===== src/verilog/sdram_sched_pkg.sv =====
/* Sizes, timing minima, vector types and the SDRAM command encoding
   shared by the single-port command scheduler */
`default_nettype none

package sdram_sched_pkg;

  //////////////////////////////////////////////////////////////////////
  // Address and data sizes
  localparam int BA_W      = 2;
  localparam int BANKS     = 1 << BA_W;
  localparam int ROW_W     = 12;
  localparam int COL_W     = 8;
  localparam int ADDR_W    = BA_W + ROW_W + COL_W;
  localparam int A_W       = 12;
  // A10 high on PRE closes every bank
  localparam int A10_BIT   = 10;
  localparam int WORD_W    = 32;
  localparam int BE_W      = WORD_W / 8;
  localparam int DQ_W      = 16;
  localparam int DM_W      = DQ_W / 8;
  localparam int BURST_LEN = WORD_W / DQ_W;

  //////////////////////////////////////////////////////////////////////
  // Timing minima in clock cycles
  localparam int T_RCD        = 3;
  localparam int T_RP         = 3;
  localparam int T_RAS        = 6;
  localparam int T_RC         = 9;
  // Counted from the last write beat
  localparam int T_WR         = 2;
  localparam int T_CL         = 3;
  // Short refresh interval for simulation
  localparam int T_REFI       = 200;
  localparam int REF_PEND_MAX = 4;
  localparam int TMR_W        = 4;

  typedef logic [BA_W-1:0]   bank_t;
  typedef logic [ROW_W-1:0]  row_t;
  typedef logic [COL_W-1:0]  col_t;
  // Bank in the top bits, column in the bottom
  typedef logic [ADDR_W-1:0] addr_t;
  typedef logic [WORD_W-1:0] word_t;
  typedef logic [BE_W-1:0]   be_t;
  typedef logic [DQ_W-1:0]   dq_t;
  typedef logic [DM_W-1:0]   dm_t;
  typedef logic [A_W-1:0]    sdram_a_t;

  typedef enum logic [2:0] {
    CMD_NOP,
    CMD_ACT,
    CMD_RD,
    CMD_WR,
    CMD_PRE,
    CMD_REF
  } sdram_cmd_e;

endpackage

`default_nettype wire


===== src/verilog/sdram_timer_if.sv =====
/* Timer load strobes from the command FSM, done flags back from the timers */
`timescale 1ns/10ps
`default_nettype none

interface sdram_timer_if;
  import sdram_sched_pkg::*;

  // One-cycle strobes, issued with the command decision
  logic             act_o;
  logic             rw_o;
  logic             wr_o;
  logic             pre_o;
  logic             pre_all_o;
  logic             ref_o;
  bank_t            bank_o;

  // High once the minimum has elapsed
  logic [BANKS-1:0] rcd_done;
  logic [BANKS-1:0] ras_done;
  logic [BANKS-1:0] rp_done;
  logic [BANKS-1:0] wr_done;
  logic             rc_done;

  modport fsm (
    output act_o, rw_o, wr_o, pre_o, pre_all_o, ref_o, bank_o,
    input  rcd_done, ras_done, rp_done, wr_done, rc_done
  );

  modport timers (
    input  act_o, rw_o, wr_o, pre_o, pre_all_o, ref_o, bank_o,
    output rcd_done, ras_done, rp_done, wr_done, rc_done
  );

endinterface

`default_nettype wire

===== src/verilog/sdram_bank_timers.sv =====
/* Per-bank tRCD, tRAS, tRP and tWR down-counters plus the shared tRC
   counter, each with a done flag */
`timescale 1ns/10ps
`default_nettype none

module sdram_bank_timers (
  input  logic        clk_i,
  input  logic        rst_ni,
  sdram_timer_if.timers tmr
);
  import sdram_sched_pkg::*;

  // Slots 0..4*BANKS-1 hold the bank timers grouped by kind
  // (tRCD, tRAS, tRP, tWR); the last slot is tRC
  logic [BANKS-1:0] bank_sel;
  logic [4*BANKS:0] ld;
  logic [4*BANKS:0] done;
  logic [TMR_W-1:0] cnt [4*BANKS+1];

  // Counters start at T-1, so done rises in time for the decision
  // cycle whose command lands exactly T cycles later
  function automatic logic [TMR_W-1:0] load_value(input int slot);
    case (slot / BANKS)
      0:       load_value = TMR_W'(T_RCD - 1);
      1:       load_value = TMR_W'(T_RAS - 1);
      2:       load_value = TMR_W'(T_RP - 1);
      3:       load_value = TMR_W'(BURST_LEN + T_WR - 1);
      default: load_value = TMR_W'(T_RC - 1);
    endcase
  endfunction

  assign bank_sel = BANKS'(1) << tmr.bank_o;

  //////////////////////////////////////////////////////////////////////
  // Load strobes per slot
  assign ld[BANKS-1:0]         = {BANKS{tmr.act_o}} & bank_sel;
  assign ld[2*BANKS-1:BANKS]   = {BANKS{tmr.act_o}} & bank_sel;
  assign ld[3*BANKS-1:2*BANKS] = ({BANKS{tmr.pre_o}} & bank_sel) |
                                 {BANKS{tmr.pre_all_o}};
  // Write recovery covers both data beats
  assign ld[4*BANKS-1:3*BANKS] = {BANKS{tmr.rw_o && tmr.wr_o}} & bank_sel;
  assign ld[4*BANKS]           = tmr.act_o || tmr.ref_o;

  //////////////////////////////////////////////////////////////////////
  // Down-counters
  for (genvar i = 0; i <= 4*BANKS; i++)
  begin : g_cnt
    always_ff @(posedge clk_i or negedge rst_ni)
    begin
      if (!rst_ni)
      begin
        cnt[i]  <= '0;
        done[i] <= 1'b1;
      end
      else if (ld[i])
      begin
        cnt[i]  <= load_value(i);
        done[i] <= load_value(i) == '0;
      end
      else if (!done[i])
      begin
        cnt[i]  <= cnt[i] - 1'b1;
        done[i] <= cnt[i] == TMR_W'(1);
      end
    end
  end

  assign tmr.rcd_done = done[BANKS-1:0];
  assign tmr.ras_done = done[2*BANKS-1:BANKS];
  assign tmr.rp_done  = done[3*BANKS-1:2*BANKS];
  assign tmr.wr_done  = done[4*BANKS-1:3*BANKS];
  assign tmr.rc_done  = done[4*BANKS];

endmodule

`default_nettype wire


===== src/verilog/sdram_cmd_fsm.sv =====
/* Open-row table, per-cycle command choice, registered SDRAM command
   outputs and request acknowledge */
`timescale 1ns/10ps
`default_nettype none

module sdram_cmd_fsm (
  input  logic                        clk_i,
  input  logic                        rst_ni,
  input  logic                        req_i,
  input  logic                        we_i,
  input  sdram_sched_pkg::addr_t      addr_i,
  output logic                        ack_o,
  sdram_timer_if.fsm                  tmr,
  input  logic                        ref_pending_i,
  input  logic                        ref_urgent_i,
  output logic                        ref_issued_o,
  output logic                        rd_issue_o,
  output logic                        wr_issue_o,
  output sdram_sched_pkg::sdram_cmd_e sdram_cmd_o,
  output sdram_sched_pkg::bank_t      sdram_ba_o,
  output sdram_sched_pkg::sdram_a_t   sdram_a_o
);
  import sdram_sched_pkg::*;

  typedef enum logic {
    IDLE,
    REF_WAIT
  } sched_state_e;

  sched_state_e     state_q;
  sched_state_e     state_d;
  sdram_cmd_e       cmd_d;
  sdram_a_t         a_d;

  bank_t            req_bank;
  row_t             req_row;
  col_t             req_col;
  logic [BANKS-1:0] open_vld;
  row_t             open_row [BANKS];
  logic             req_live;
  logic             row_hit;
  logic             ref_go;

  assign req_bank = addr_i[ADDR_W-1 -: BA_W];
  assign req_row  = addr_i[COL_W +: ROW_W];
  assign req_col  = addr_i[COL_W-1:0];

  // The acked request is still on the inputs for one more cycle.
  // Masking it also keeps RD/WR commands BURST_LEN apart
  assign req_live = req_i && !ack_o;
  assign row_hit  = open_vld[req_bank] && (open_row[req_bank] == req_row);

  // Non-urgent refresh waits for the requester to go quiet
  assign ref_go = (state_q == REF_WAIT) || ref_urgent_i ||
                  (ref_pending_i && !req_live);

  //////////////////////////////////////////////////////////////////////
  // Command decision
  always_comb
  begin
    state_d       = state_q;
    cmd_d         = CMD_NOP;
    a_d           = '0;
    ref_issued_o  = 1'b0;
    rd_issue_o    = 1'b0;
    wr_issue_o    = 1'b0;
    tmr.act_o     = 1'b0;
    tmr.rw_o      = 1'b0;
    tmr.wr_o      = we_i;
    tmr.pre_o     = 1'b0;
    tmr.pre_all_o = 1'b0;
    tmr.ref_o     = 1'b0;
    tmr.bank_o    = req_bank;

    if (ref_go)
    begin
      // Close everything first, then refresh
      if (!(|open_vld))
      begin
        if (&tmr.rp_done && tmr.rc_done)
        begin
          cmd_d        = CMD_REF;
          tmr.ref_o    = 1'b1;
          ref_issued_o = 1'b1;
          state_d      = IDLE;
        end
      end
      else if (&tmr.ras_done && &tmr.wr_done)
      begin
        cmd_d          = CMD_PRE;
        a_d[A10_BIT]   = 1'b1;
        tmr.pre_all_o  = 1'b1;
        state_d        = REF_WAIT;
      end
    end
    else if (req_live)
    begin
      if (row_hit)
      begin
        if (tmr.rcd_done[req_bank])
        begin
          cmd_d      = we_i ? CMD_WR : CMD_RD;
          a_d        = sdram_a_t'(req_col);
          tmr.rw_o   = 1'b1;
          rd_issue_o = !we_i;
          wr_issue_o = we_i;
        end
      end
      else if (!open_vld[req_bank])
      begin
        if (tmr.rp_done[req_bank] && tmr.rc_done)
        begin
          cmd_d     = CMD_ACT;
          a_d       = sdram_a_t'(req_row);
          tmr.act_o = 1'b1;
        end
      end
      // Row miss
      else if (tmr.ras_done[req_bank] && tmr.wr_done[req_bank])
      begin
        cmd_d     = CMD_PRE;
        tmr.pre_o = 1'b1;
      end
    end
  end

  //////////////////////////////////////////////////////////////////////
  // Registers
  always_ff @(posedge clk_i or negedge rst_ni)
  begin
    if (!rst_ni)
    begin
      state_q     <= IDLE;
      sdram_cmd_o <= CMD_NOP;
      ack_o       <= 1'b0;
      open_vld    <= '0;
    end
    else
    begin
      state_q     <= state_d;
      sdram_cmd_o <= cmd_d;
      ack_o       <= rd_issue_o || wr_issue_o;
      if (tmr.pre_all_o)
        open_vld <= '0;
      else if (tmr.pre_o)
        open_vld[req_bank] <= 1'b0;
      else if (tmr.act_o)
        open_vld[req_bank] <= 1'b1;
    end
  end

  always_ff @(posedge clk_i)
  begin
    sdram_ba_o <= req_bank;
    sdram_a_o  <= a_d;
    if (tmr.act_o)
      open_row[req_bank] <= req_row;
  end

endmodule

`default_nettype wire


===== src/verilog/sdram_data_path.sv =====
/* Write beat shifter with DQ enable and mask, read beat capture and
   word assembly with valid timing */
`timescale 1ns/10ps
`default_nettype none

module sdram_data_path (
  input  logic                   clk_i,
  input  logic                   rst_ni,
  input  logic                   rd_issue_i,
  input  logic                   wr_issue_i,
  input  sdram_sched_pkg::word_t wdata_i,
  input  sdram_sched_pkg::be_t   be_i,
  input  sdram_sched_pkg::dq_t   sdram_dq_i,
  output sdram_sched_pkg::dq_t   sdram_dq_o,
  output logic                   sdram_dqoe_o,
  output sdram_sched_pkg::dm_t   sdram_dm_o,
  output sdram_sched_pkg::word_t rdata_o,
  output logic                   rvalid_o
);
  import sdram_sched_pkg::*;

  word_t                     wr_buf;
  be_t                       dm_buf;
  logic [BURST_LEN-1:0]      oe_sr;
  logic [T_CL+BURST_LEN-1:0] rd_pipe;
  word_t                     rd_buf;

  //////////////////////////////////////////////////////////////////////
  // Write side shifts out the low half first
  always_ff @(posedge clk_i)
  begin
    if (wr_issue_i)
    begin
      wr_buf <= wdata_i;
      dm_buf <= ~be_i;
    end
    else
    begin
      wr_buf <= wr_buf >> DQ_W;
      dm_buf <= dm_buf >> DM_W;
    end
  end

  // One enable bit per beat
  always_ff @(posedge clk_i or negedge rst_ni)
  begin
    if (!rst_ni)
      oe_sr <= '0;
    else if (wr_issue_i)
      oe_sr <= '1;
    else
      oe_sr <= oe_sr >> 1;
  end

  assign sdram_dq_o   = wr_buf[DQ_W-1:0];
  assign sdram_dm_o   = dm_buf[DM_W-1:0];
  assign sdram_dqoe_o = oe_sr[0];

  //////////////////////////////////////////////////////////////////////
  // Bit k of rd_pipe is set k cycles after the RD command
  always_ff @(posedge clk_i or negedge rst_ni)
  begin
    if (!rst_ni)
    begin
      rd_pipe  <= '0;
      rvalid_o <= 1'b0;
    end
    else
    begin
      rd_pipe  <= {rd_pipe[T_CL+BURST_LEN-2:0], rd_issue_i};
      rvalid_o <= rd_pipe[T_CL+BURST_LEN-1];
    end
  end

  // Beats enter at the top so the first ends up in the low half
  always_ff @(posedge clk_i)
  begin
    if (|rd_pipe[T_CL +: BURST_LEN])
      rd_buf <= {sdram_dq_i, rd_buf[WORD_W-1:DQ_W]};
  end

  assign rdata_o = rd_buf;

endmodule

`default_nettype wire


===== src/verilog/sdram_refresh_timer.sv =====
/* Refresh interval counter and saturating count of owed refreshes */
`timescale 1ns/10ps
`default_nettype none

module sdram_refresh_timer (
  input  logic clk_i,
  input  logic rst_ni,
  input  logic ref_issued_i,
  output logic ref_pending_o,
  output logic ref_urgent_o
);
  import sdram_sched_pkg::*;

  typedef logic [$clog2(T_REFI)-1:0]         refi_t;
  typedef logic [$clog2(REF_PEND_MAX+1)-1:0] pend_t;

  refi_t refi_cnt;
  pend_t pend_cnt;
  logic  refi_expired;

  assign refi_expired = refi_cnt == '0;

  // One expiry every T_REFI cycles
  always_ff @(posedge clk_i or negedge rst_ni)
  begin
    if (!rst_ni)
      refi_cnt <= refi_t'(T_REFI - 1);
    else if (refi_expired)
      refi_cnt <= refi_t'(T_REFI - 1);
    else
      refi_cnt <= refi_cnt - 1'b1;
  end

  // Expiry together with an issued REF leaves the count alone
  always_ff @(posedge clk_i or negedge rst_ni)
  begin
    if (!rst_ni)
      pend_cnt <= '0;
    else if (refi_expired && !ref_issued_i && !ref_urgent_o)
      pend_cnt <= pend_cnt + 1'b1;
    else if (!refi_expired && ref_issued_i && ref_pending_o)
      pend_cnt <= pend_cnt - 1'b1;
  end

  assign ref_pending_o = pend_cnt != '0;
  assign ref_urgent_o  = pend_cnt == pend_t'(REF_PEND_MAX);

endmodule

`default_nettype wire


===== src/verilog/sdram_sched_top.sv =====
/* Single-port SDRAM command scheduler top level */
`timescale 1ns/10ps
`default_nettype none

module sdram_sched_top (
  input  logic                        clk_i,
  input  logic                        rst_ni,
  input  logic                        req_i,
  input  logic                        we_i,
  input  sdram_sched_pkg::addr_t      addr_i,
  input  sdram_sched_pkg::word_t      wdata_i,
  input  sdram_sched_pkg::be_t        be_i,
  output logic                        ack_o,
  output sdram_sched_pkg::word_t      rdata_o,
  output logic                        rvalid_o,
  output sdram_sched_pkg::sdram_cmd_e sdram_cmd_o,
  output sdram_sched_pkg::bank_t      sdram_ba_o,
  output sdram_sched_pkg::sdram_a_t   sdram_a_o,
  input  sdram_sched_pkg::dq_t        sdram_dq_i,
  output sdram_sched_pkg::dq_t        sdram_dq_o,
  output logic                        sdram_dqoe_o,
  output sdram_sched_pkg::dm_t        sdram_dm_o
);

  logic ref_pending;
  logic ref_urgent;
  logic ref_issued;
  logic rd_issue;
  logic wr_issue;

  sdram_timer_if tmr_if ();

  sdram_bank_timers bank_timers_i (
    .clk_i  (clk_i),
    .rst_ni (rst_ni),
    .tmr    (tmr_if.timers)
  );

  sdram_refresh_timer refresh_timer_i (
    .clk_i         (clk_i),
    .rst_ni        (rst_ni),
    .ref_issued_i  (ref_issued),
    .ref_pending_o (ref_pending),
    .ref_urgent_o  (ref_urgent)
  );

  sdram_cmd_fsm cmd_fsm_i (
    .clk_i         (clk_i),
    .rst_ni        (rst_ni),
    .req_i         (req_i),
    .we_i          (we_i),
    .addr_i        (addr_i),
    .ack_o         (ack_o),
    .tmr           (tmr_if.fsm),
    .ref_pending_i (ref_pending),
    .ref_urgent_i  (ref_urgent),
    .ref_issued_o  (ref_issued),
    .rd_issue_o    (rd_issue),
    .wr_issue_o    (wr_issue),
    .sdram_cmd_o   (sdram_cmd_o),
    .sdram_ba_o    (sdram_ba_o),
    .sdram_a_o     (sdram_a_o)
  );

  // Write data and byte enables are still held by the requester
  sdram_data_path data_path_i (
    .clk_i        (clk_i),
    .rst_ni       (rst_ni),
    .rd_issue_i   (rd_issue),
    .wr_issue_i   (wr_issue),
    .wdata_i      (wdata_i),
    .be_i         (be_i),
    .sdram_dq_i   (sdram_dq_i),
    .sdram_dq_o   (sdram_dq_o),
    .sdram_dqoe_o (sdram_dqoe_o),
    .sdram_dm_o   (sdram_dm_o),
    .rdata_o      (rdata_o),
    .rvalid_o     (rvalid_o)
  );

endmodule

`default_nettype wire


===== config.mk =====
export PLATFORM = sky130hd
export DESIGN_NAME = sdram_sched_top
export DESIGN_NICKNAME = d
export VERILOG_FILES = /design/src/verilog/sdram_sched_pkg.sv /design/src/verilog/sdram_timer_if.sv /design/src/verilog/sdram_bank_timers.sv /design/src/verilog/sdram_cmd_fsm.sv /design/src/verilog/sdram_data_path.sv /design/src/verilog/sdram_refresh_timer.sv /design/src/verilog/sdram_sched_top.sv
export SDC_FILE = /design/constraint.sdc
export NUM_CORES = 1
export LEC_CHECK = 0
export ABC_AREA = 1
export BUFFER_PORTS_ARGS = -buffer_cell sky130_fd_sc_hd__buf_2
export CAP_MARGIN = 5
export CORE_MARGIN = 2
export CORE_UTILIZATION = 40
export DETAILED_ROUTE_END_ITERATION = 10
export PLACE_DENSITY = 0.72
export SYNTH_ARGS = -nofsm -noshare
export SYNTH_HDL_FRONTEND = slang
export SYNTH_SLANG_ARGS = --single-unit

===== constraint.sdc =====
create_clock -name clk_i -period 2.15 [get_ports clk_i]
set_clock_uncertainty 0.2 [all_clocks]
set_input_delay 0.43 -clock clk_i [delete_from_list [all_inputs] [get_ports clk_i]]
set_output_delay 0.43 -clock clk_i [all_outputs]
set_load 0.005 [all_outputs]

==> Implementation_results.wiki <==
{| class="wikitable"
! Metric !! Value
|-
| Required @ worst endpoint || 2.34 ns
|-
| Largest fanout of any net on the critical path || 2
|-
| Max-slew violation total from the final report || 0
|-
| Headroom to the max-slew limit || 53.02%
|-
| Total grt overflow || 0
|-
| Area leader, netlist || sky130_fd_sc_hd__edfxtp_1
|-
| Vias in the first global route || 8049
|-
| Most common flop cell mapped by yosys || sky130_fd_sc_hd__dfrtp_1
|-
| Cell count after placement || 1609
|-
| Result of the run || finished with violations
|-
| Max-Cap Viols || 0
|-
| Placeable core region || 25840 µm²
|-
| Netlist Area Pre-Place || 10430 µm²
|-
| Average footprint of a synthesized cell || 9.558 µm²
|-
| Clock transition at path regs || 0.06 ns
|-
| Total power draw || 0.01175 W
|-
| Weighted congestion reported at the end of routability-driven placement || 0.7841
|-
| Horizontal die dimension || 165.5 µm
|-
| Pre-CTS worst setup slack || -0.5003 ns
|-
| Top delay family on crit path || flip-flops
|-
| Clock net sink count || 243
|-
| Number of buffers on the longest clock path || 3
|-
| Time the final worst path needs with I/O delays and setup || 2.176 ns
|-
| Total power density per cell area || 825.0 nW/µm²
|-
| Fraction of synthesized cell area taken by the top area cell type || 23.04%
|-
| Post-synthesis sequential area ratio || 60.02%
|-
| Cells along the critical path || inv_2, nor3_2, nand4_1, nor2_2, inv_2, nand3_2, fa_2, mux2_4
|-
| Overall Global Routing Usage || 16.74%
|-
| Chip Height || 165.5 µm
|-
| R2R cell count || 8
|-
| Initial Util || 40.36%
|-
| Cells on Worst Hold Path || 2
|-
| Achievable Freq || 459.5 MHz
|-
| Number of input and output port buffers inserted || 147
|-
| Per-cell via count in the routed design || 4.723
|-
| Post-synth net total || 1206
|-
| Largest cells by area after synthesis || sky130_fd_sc_hd__edfxtp_1 (23%), sky130_fd_sc_hd__dfrtp_1 (22%), sky130_fd_sc_hd__nand2_1 (12%)
|-
| Maximum number of pins on one net before global-route repair || 33
|-
| Least setup slack across all paths after layout || -0.02607 ns
|-
| Final count of negative-setup-slack endpoints || 1
|-
| Total number of vias || 8266
|-
| Final cell count without fillers || 1750
|-
| Violated checks || negative setup slack
|-
| HP Start || addr_i[21]
|-
| Later-pin clock latency in the skew report || 0.52 ns
|-
| # rows || 59
|-
| Clock buffer count from CTS || 25
|-
| Layout cells sized above 1 || 29.21%
|-
| H-tree levels || 1
|-
| Worst flop-to-flop path startpoint || bank_timers_i.tmr.rc_done
|-
| Number of remaining DRC errors || 0
|-
| CP max stage cell || sky130_fd_sc_hd__dfstp_2
|-
| R2R setup slack || -0.03 ns
|-
| Critical path buffers and inverters || 2
|-
| Reported leakage power || 7.035 nW
|-
| Nature of the critical path startpoint || flop
|-
| #FFs+latches synth || 243
|-
| Instance count of the mapped netlist || 1091
|-
| Setup repair after global routing missed its margin || yes
|-
| Number of warnings reported in the yosys synthesis log || 0
|-
| Async set-reset flop share out of synthesis || 46.50%
|-
| Die outline area || 27380 µm²
|-
| Total wire length || 24760 µm
|-
| WHS Endpoint || cmd_fsm_i.sdram_ba_o[1]
|-
| Setup CP Type || reg -> reg
|-
| Least-Margin Pin Slew || 0.7047 ns
|-
| Clock tree root driver cell || sky130_fd_sc_hd__clkbuf_16
|-
| Kind of capture point of the worst setup path || flop
|-
| TritonCTS clock tree || yes
|-
| Worst path most repeated cell || sky130_fd_sc_hd__inv_2
|-
| Net count of the finished layout || 1511
|-
| Reg-to-Reg End || refresh_timer_i.pend_cnt[1]
|-
| Count of flip-flops with a built-in enable after synthesis || 80
|-
| Routed length per placed instance || 14.15 µm
|-
| Global-route wire length before repair || 37220 µm
|-
| Top Ports || 148
|-
| Count of final hold-check violations || 0
|-
| Worst hold path type || in -> reg
|-
| Critical path data arrival time || 2.37 ns
|-
| HPWL after detailed placement || 15250 µm
|-
| IR drop worst, VDD || 0.6569 mV
|-
| Length of the first detailed-routing pass in iterations || 6
|-
| CP max stage delay || 0.54 ns
|-
| Initial antenna violation count || 0
|-
| Area grow syn2layout || 36.53%
|-
| Post-synth cell types || 39
|-
| Post-route antenna net violation count || 0
|-
| Final critical-path share of the clock period || 101.2%
|-
| Detailed Route Iter0 Violations || 583
|}
## state kept, by name (all words and copies together), names as in the netlist
register	count
bank_timers_i.tmr.rp_done	4
cmd_fsm_i.sdram_cmd_o	3
data_path_i.rd_pipe	5
data_path_i.rvalid_o	1
bank_timers_i.tmr.rcd_done	4
cmd_fsm_i.ack_o	1
cmd_fsm_i.open_vld	4
cmd_fsm_i.state_q	1
data_path_i.dm_buf	4
bank_timers_i.tmr.rc_done	1
refresh_timer_i.refi_cnt	8
data_path_i.rdata_o	32
cmd_fsm_i.open_row	48
data_path_i.wr_buf	32
data_path_i.oe_sr	2
bank_timers_i.cnt	68
bank_timers_i.tmr.ras_done	4
refresh_timer_i.pend_cnt	3
cmd_fsm_i.sdram_a_o	12
bank_timers_i.tmr.wr_done	4
cmd_fsm_i.sdram_ba_o	2
## worst max path at each step
stage	cells after the start	from	slack, ns	end
2_1_floorplan	11	addr_i[20]	-0.01	bank_timers_i.cnt[52]
3_3_place_gp	10	addr_i[21]	-0.45	cmd_fsm_i.sdram_cmd_o[1]
3_5_place_dp	17	addr_i[20]	-0.50	cmd_fsm_i.sdram_a_o[6]
4_1_cts	8	bank_timers_i.tmr.rc_done	-0.02	refresh_timer_i.pend_cnt[1]
5_1_grt	8	bank_timers_i.tmr.rc_done	-0.13	refresh_timer_i.pend_cnt[1]
6_report	8	bank_timers_i.tmr.rc_done	-0.03	refresh_timer_i.pend_cnt[1]
## per-layer routing
metal / up-vias / global-route usage, % / part of all wire [%]
met1: 3974 / 20.81 / 42
met2: 200 / 29.23 / 51
li1: 4023 / - / -
met4: 0 / 6.701 / 3.4
met3: 69 / 2.522 / 4.2
met5: - / 0 / 0
## power by group
group / switching, W / internal [W]
Sequential: 0.000264 / 0.00516
Clock: 0.00173 / 0.00258
Combinational: 0.00110 / 0.000908
Total: 0.00310 / 0.00865
## Yosys cell counts, types with 4 or more instances
master	n
sky130_fd_sc_hd__a21oi_1	21
sky130_fd_sc_hd__buf_2	4
sky130_fd_sc_hd__buf_4	20
sky130_fd_sc_hd__buf_6	5
sky130_fd_sc_hd__dfrtp_1	91
sky130_fd_sc_hd__dfstp_2	22
sky130_fd_sc_hd__dfxtp_1	50
sky130_fd_sc_hd__edfxtp_1	80
sky130_fd_sc_hd__ha_1	36
sky130_fd_sc_hd__inv_1	170
sky130_fd_sc_hd__inv_2	6
sky130_fd_sc_hd__nand2_1	324
sky130_fd_sc_hd__nand3_1	46
sky130_fd_sc_hd__nand4_1	9
sky130_fd_sc_hd__nor2_1	58
sky130_fd_sc_hd__nor2_4	9
sky130_fd_sc_hd__nor3_1	16
sky130_fd_sc_hd__o2111ai_1	4
sky130_fd_sc_hd__o21ai_0	37
sky130_fd_sc_hd__o21ai_1	5
sky130_fd_sc_hd__o22ai_1	9
sky130_fd_sc_hd__o31ai_1	9
sky130_fd_sc_hd__or2_2	17
sky130_fd_sc_hd__xnor2_1	4
sky130_fd_sc_hd__xor2_1	20
## per-stage QoR
step	hold slack, ns	cell area (µm²)	util [%]	TNS (ns)
6_report	0.1280	14240	55.10	-0.02607
5_1_grt	0.1137	14230	55.09	-1.151
4_1_cts	0.1232	13730	53.15	-0.01551
3_5_place_dp	0.1347	12080	46.74	-57.25
3_3_place_gp	0.1365	12080	46.74	-51.40
2_1_floorplan	-0.06559	10530	-	-0.09200
## cell type report
cell class	instances	area (µm²)
Fill cell	2116	11600
Tap cell	335	419.2
Antenna cell	1	2.502
Clock inverter	7	60.06
Inverter	178	699.4
Sequential cell	243	6259
Timing Repair Buffer	307	2401
Multi-Input combinational cell	639	3611
Timing Repair inverter	2	16.27
Clock buffer	38	768.2
## placed cells by master (no fill, tap or decap), types with 5 or more instances in the layout
cell,count
sky130_fd_sc_hd__dfxtp_1,50
sky130_fd_sc_hd__inv_1,161
sky130_fd_sc_hd__clkbuf_1,7
sky130_fd_sc_hd__dfstp_2,22
sky130_fd_sc_hd__buf_2,137
sky130_fd_sc_hd__nand3_1,43
sky130_fd_sc_hd__buf_6,5
sky130_fd_sc_hd__nor2_1,41
sky130_fd_sc_hd__nor2_4,17
sky130_fd_sc_hd__nor3_1,13
sky130_fd_sc_hd__ha_1,36
sky130_fd_sc_hd__nand2_4,12
sky130_fd_sc_hd__xor2_1,20
sky130_fd_sc_hd__inv_2,12
sky130_fd_sc_hd__buf_12,14
sky130_fd_sc_hd__nor2_2,10
sky130_fd_sc_hd__or2_2,17
sky130_fd_sc_hd__o21ai_2,6
sky130_fd_sc_hd__nand2_1,286
sky130_fd_sc_hd__o22ai_1,7
sky130_fd_sc_hd__nand4_1,9
sky130_fd_sc_hd__o21ai_0,33
sky130_fd_sc_hd__buf_4,70
sky130_fd_sc_hd__clkbuf_16,31
sky130_fd_sc_hd__dfrtp_1,91
sky130_fd_sc_hd__edfxtp_1,80
sky130_fd_sc_hd__nand2_2,28
sky130_fd_sc_hd__o31ai_1,9
sky130_fd_sc_hd__dlygate4sd3_1,73
sky130_fd_sc_hd__a21oi_1,20
## cell families after synthesis
| group | after synthesis | synth area share [%] |
|---|---|---|
| xor+xnor | 24 | 2.016 |
| compound gates | 88 | 4.776 |
| simple gates | 488 | 19.86 |
| flops | 243 | 60.02 |
| buf+inv | 210 | 8.711 |
| fa+ha+maj | 37 | 4.512 |
| mux | 1 | 0.1080 |
## timing repair
action | 4_1_cts | 5_1_grt
hold buffers | 75 | 0
setup buffers | 7 | 7
pin swaps | 3 | 29
endpoints found under the hold margin | 136 | 0
endpoints found under the setup margin | 29 | 127
resized for setup | 11 | 104
gates cloned | 0 | 7
No activity file was read; power rests on OpenSTA's default activity.
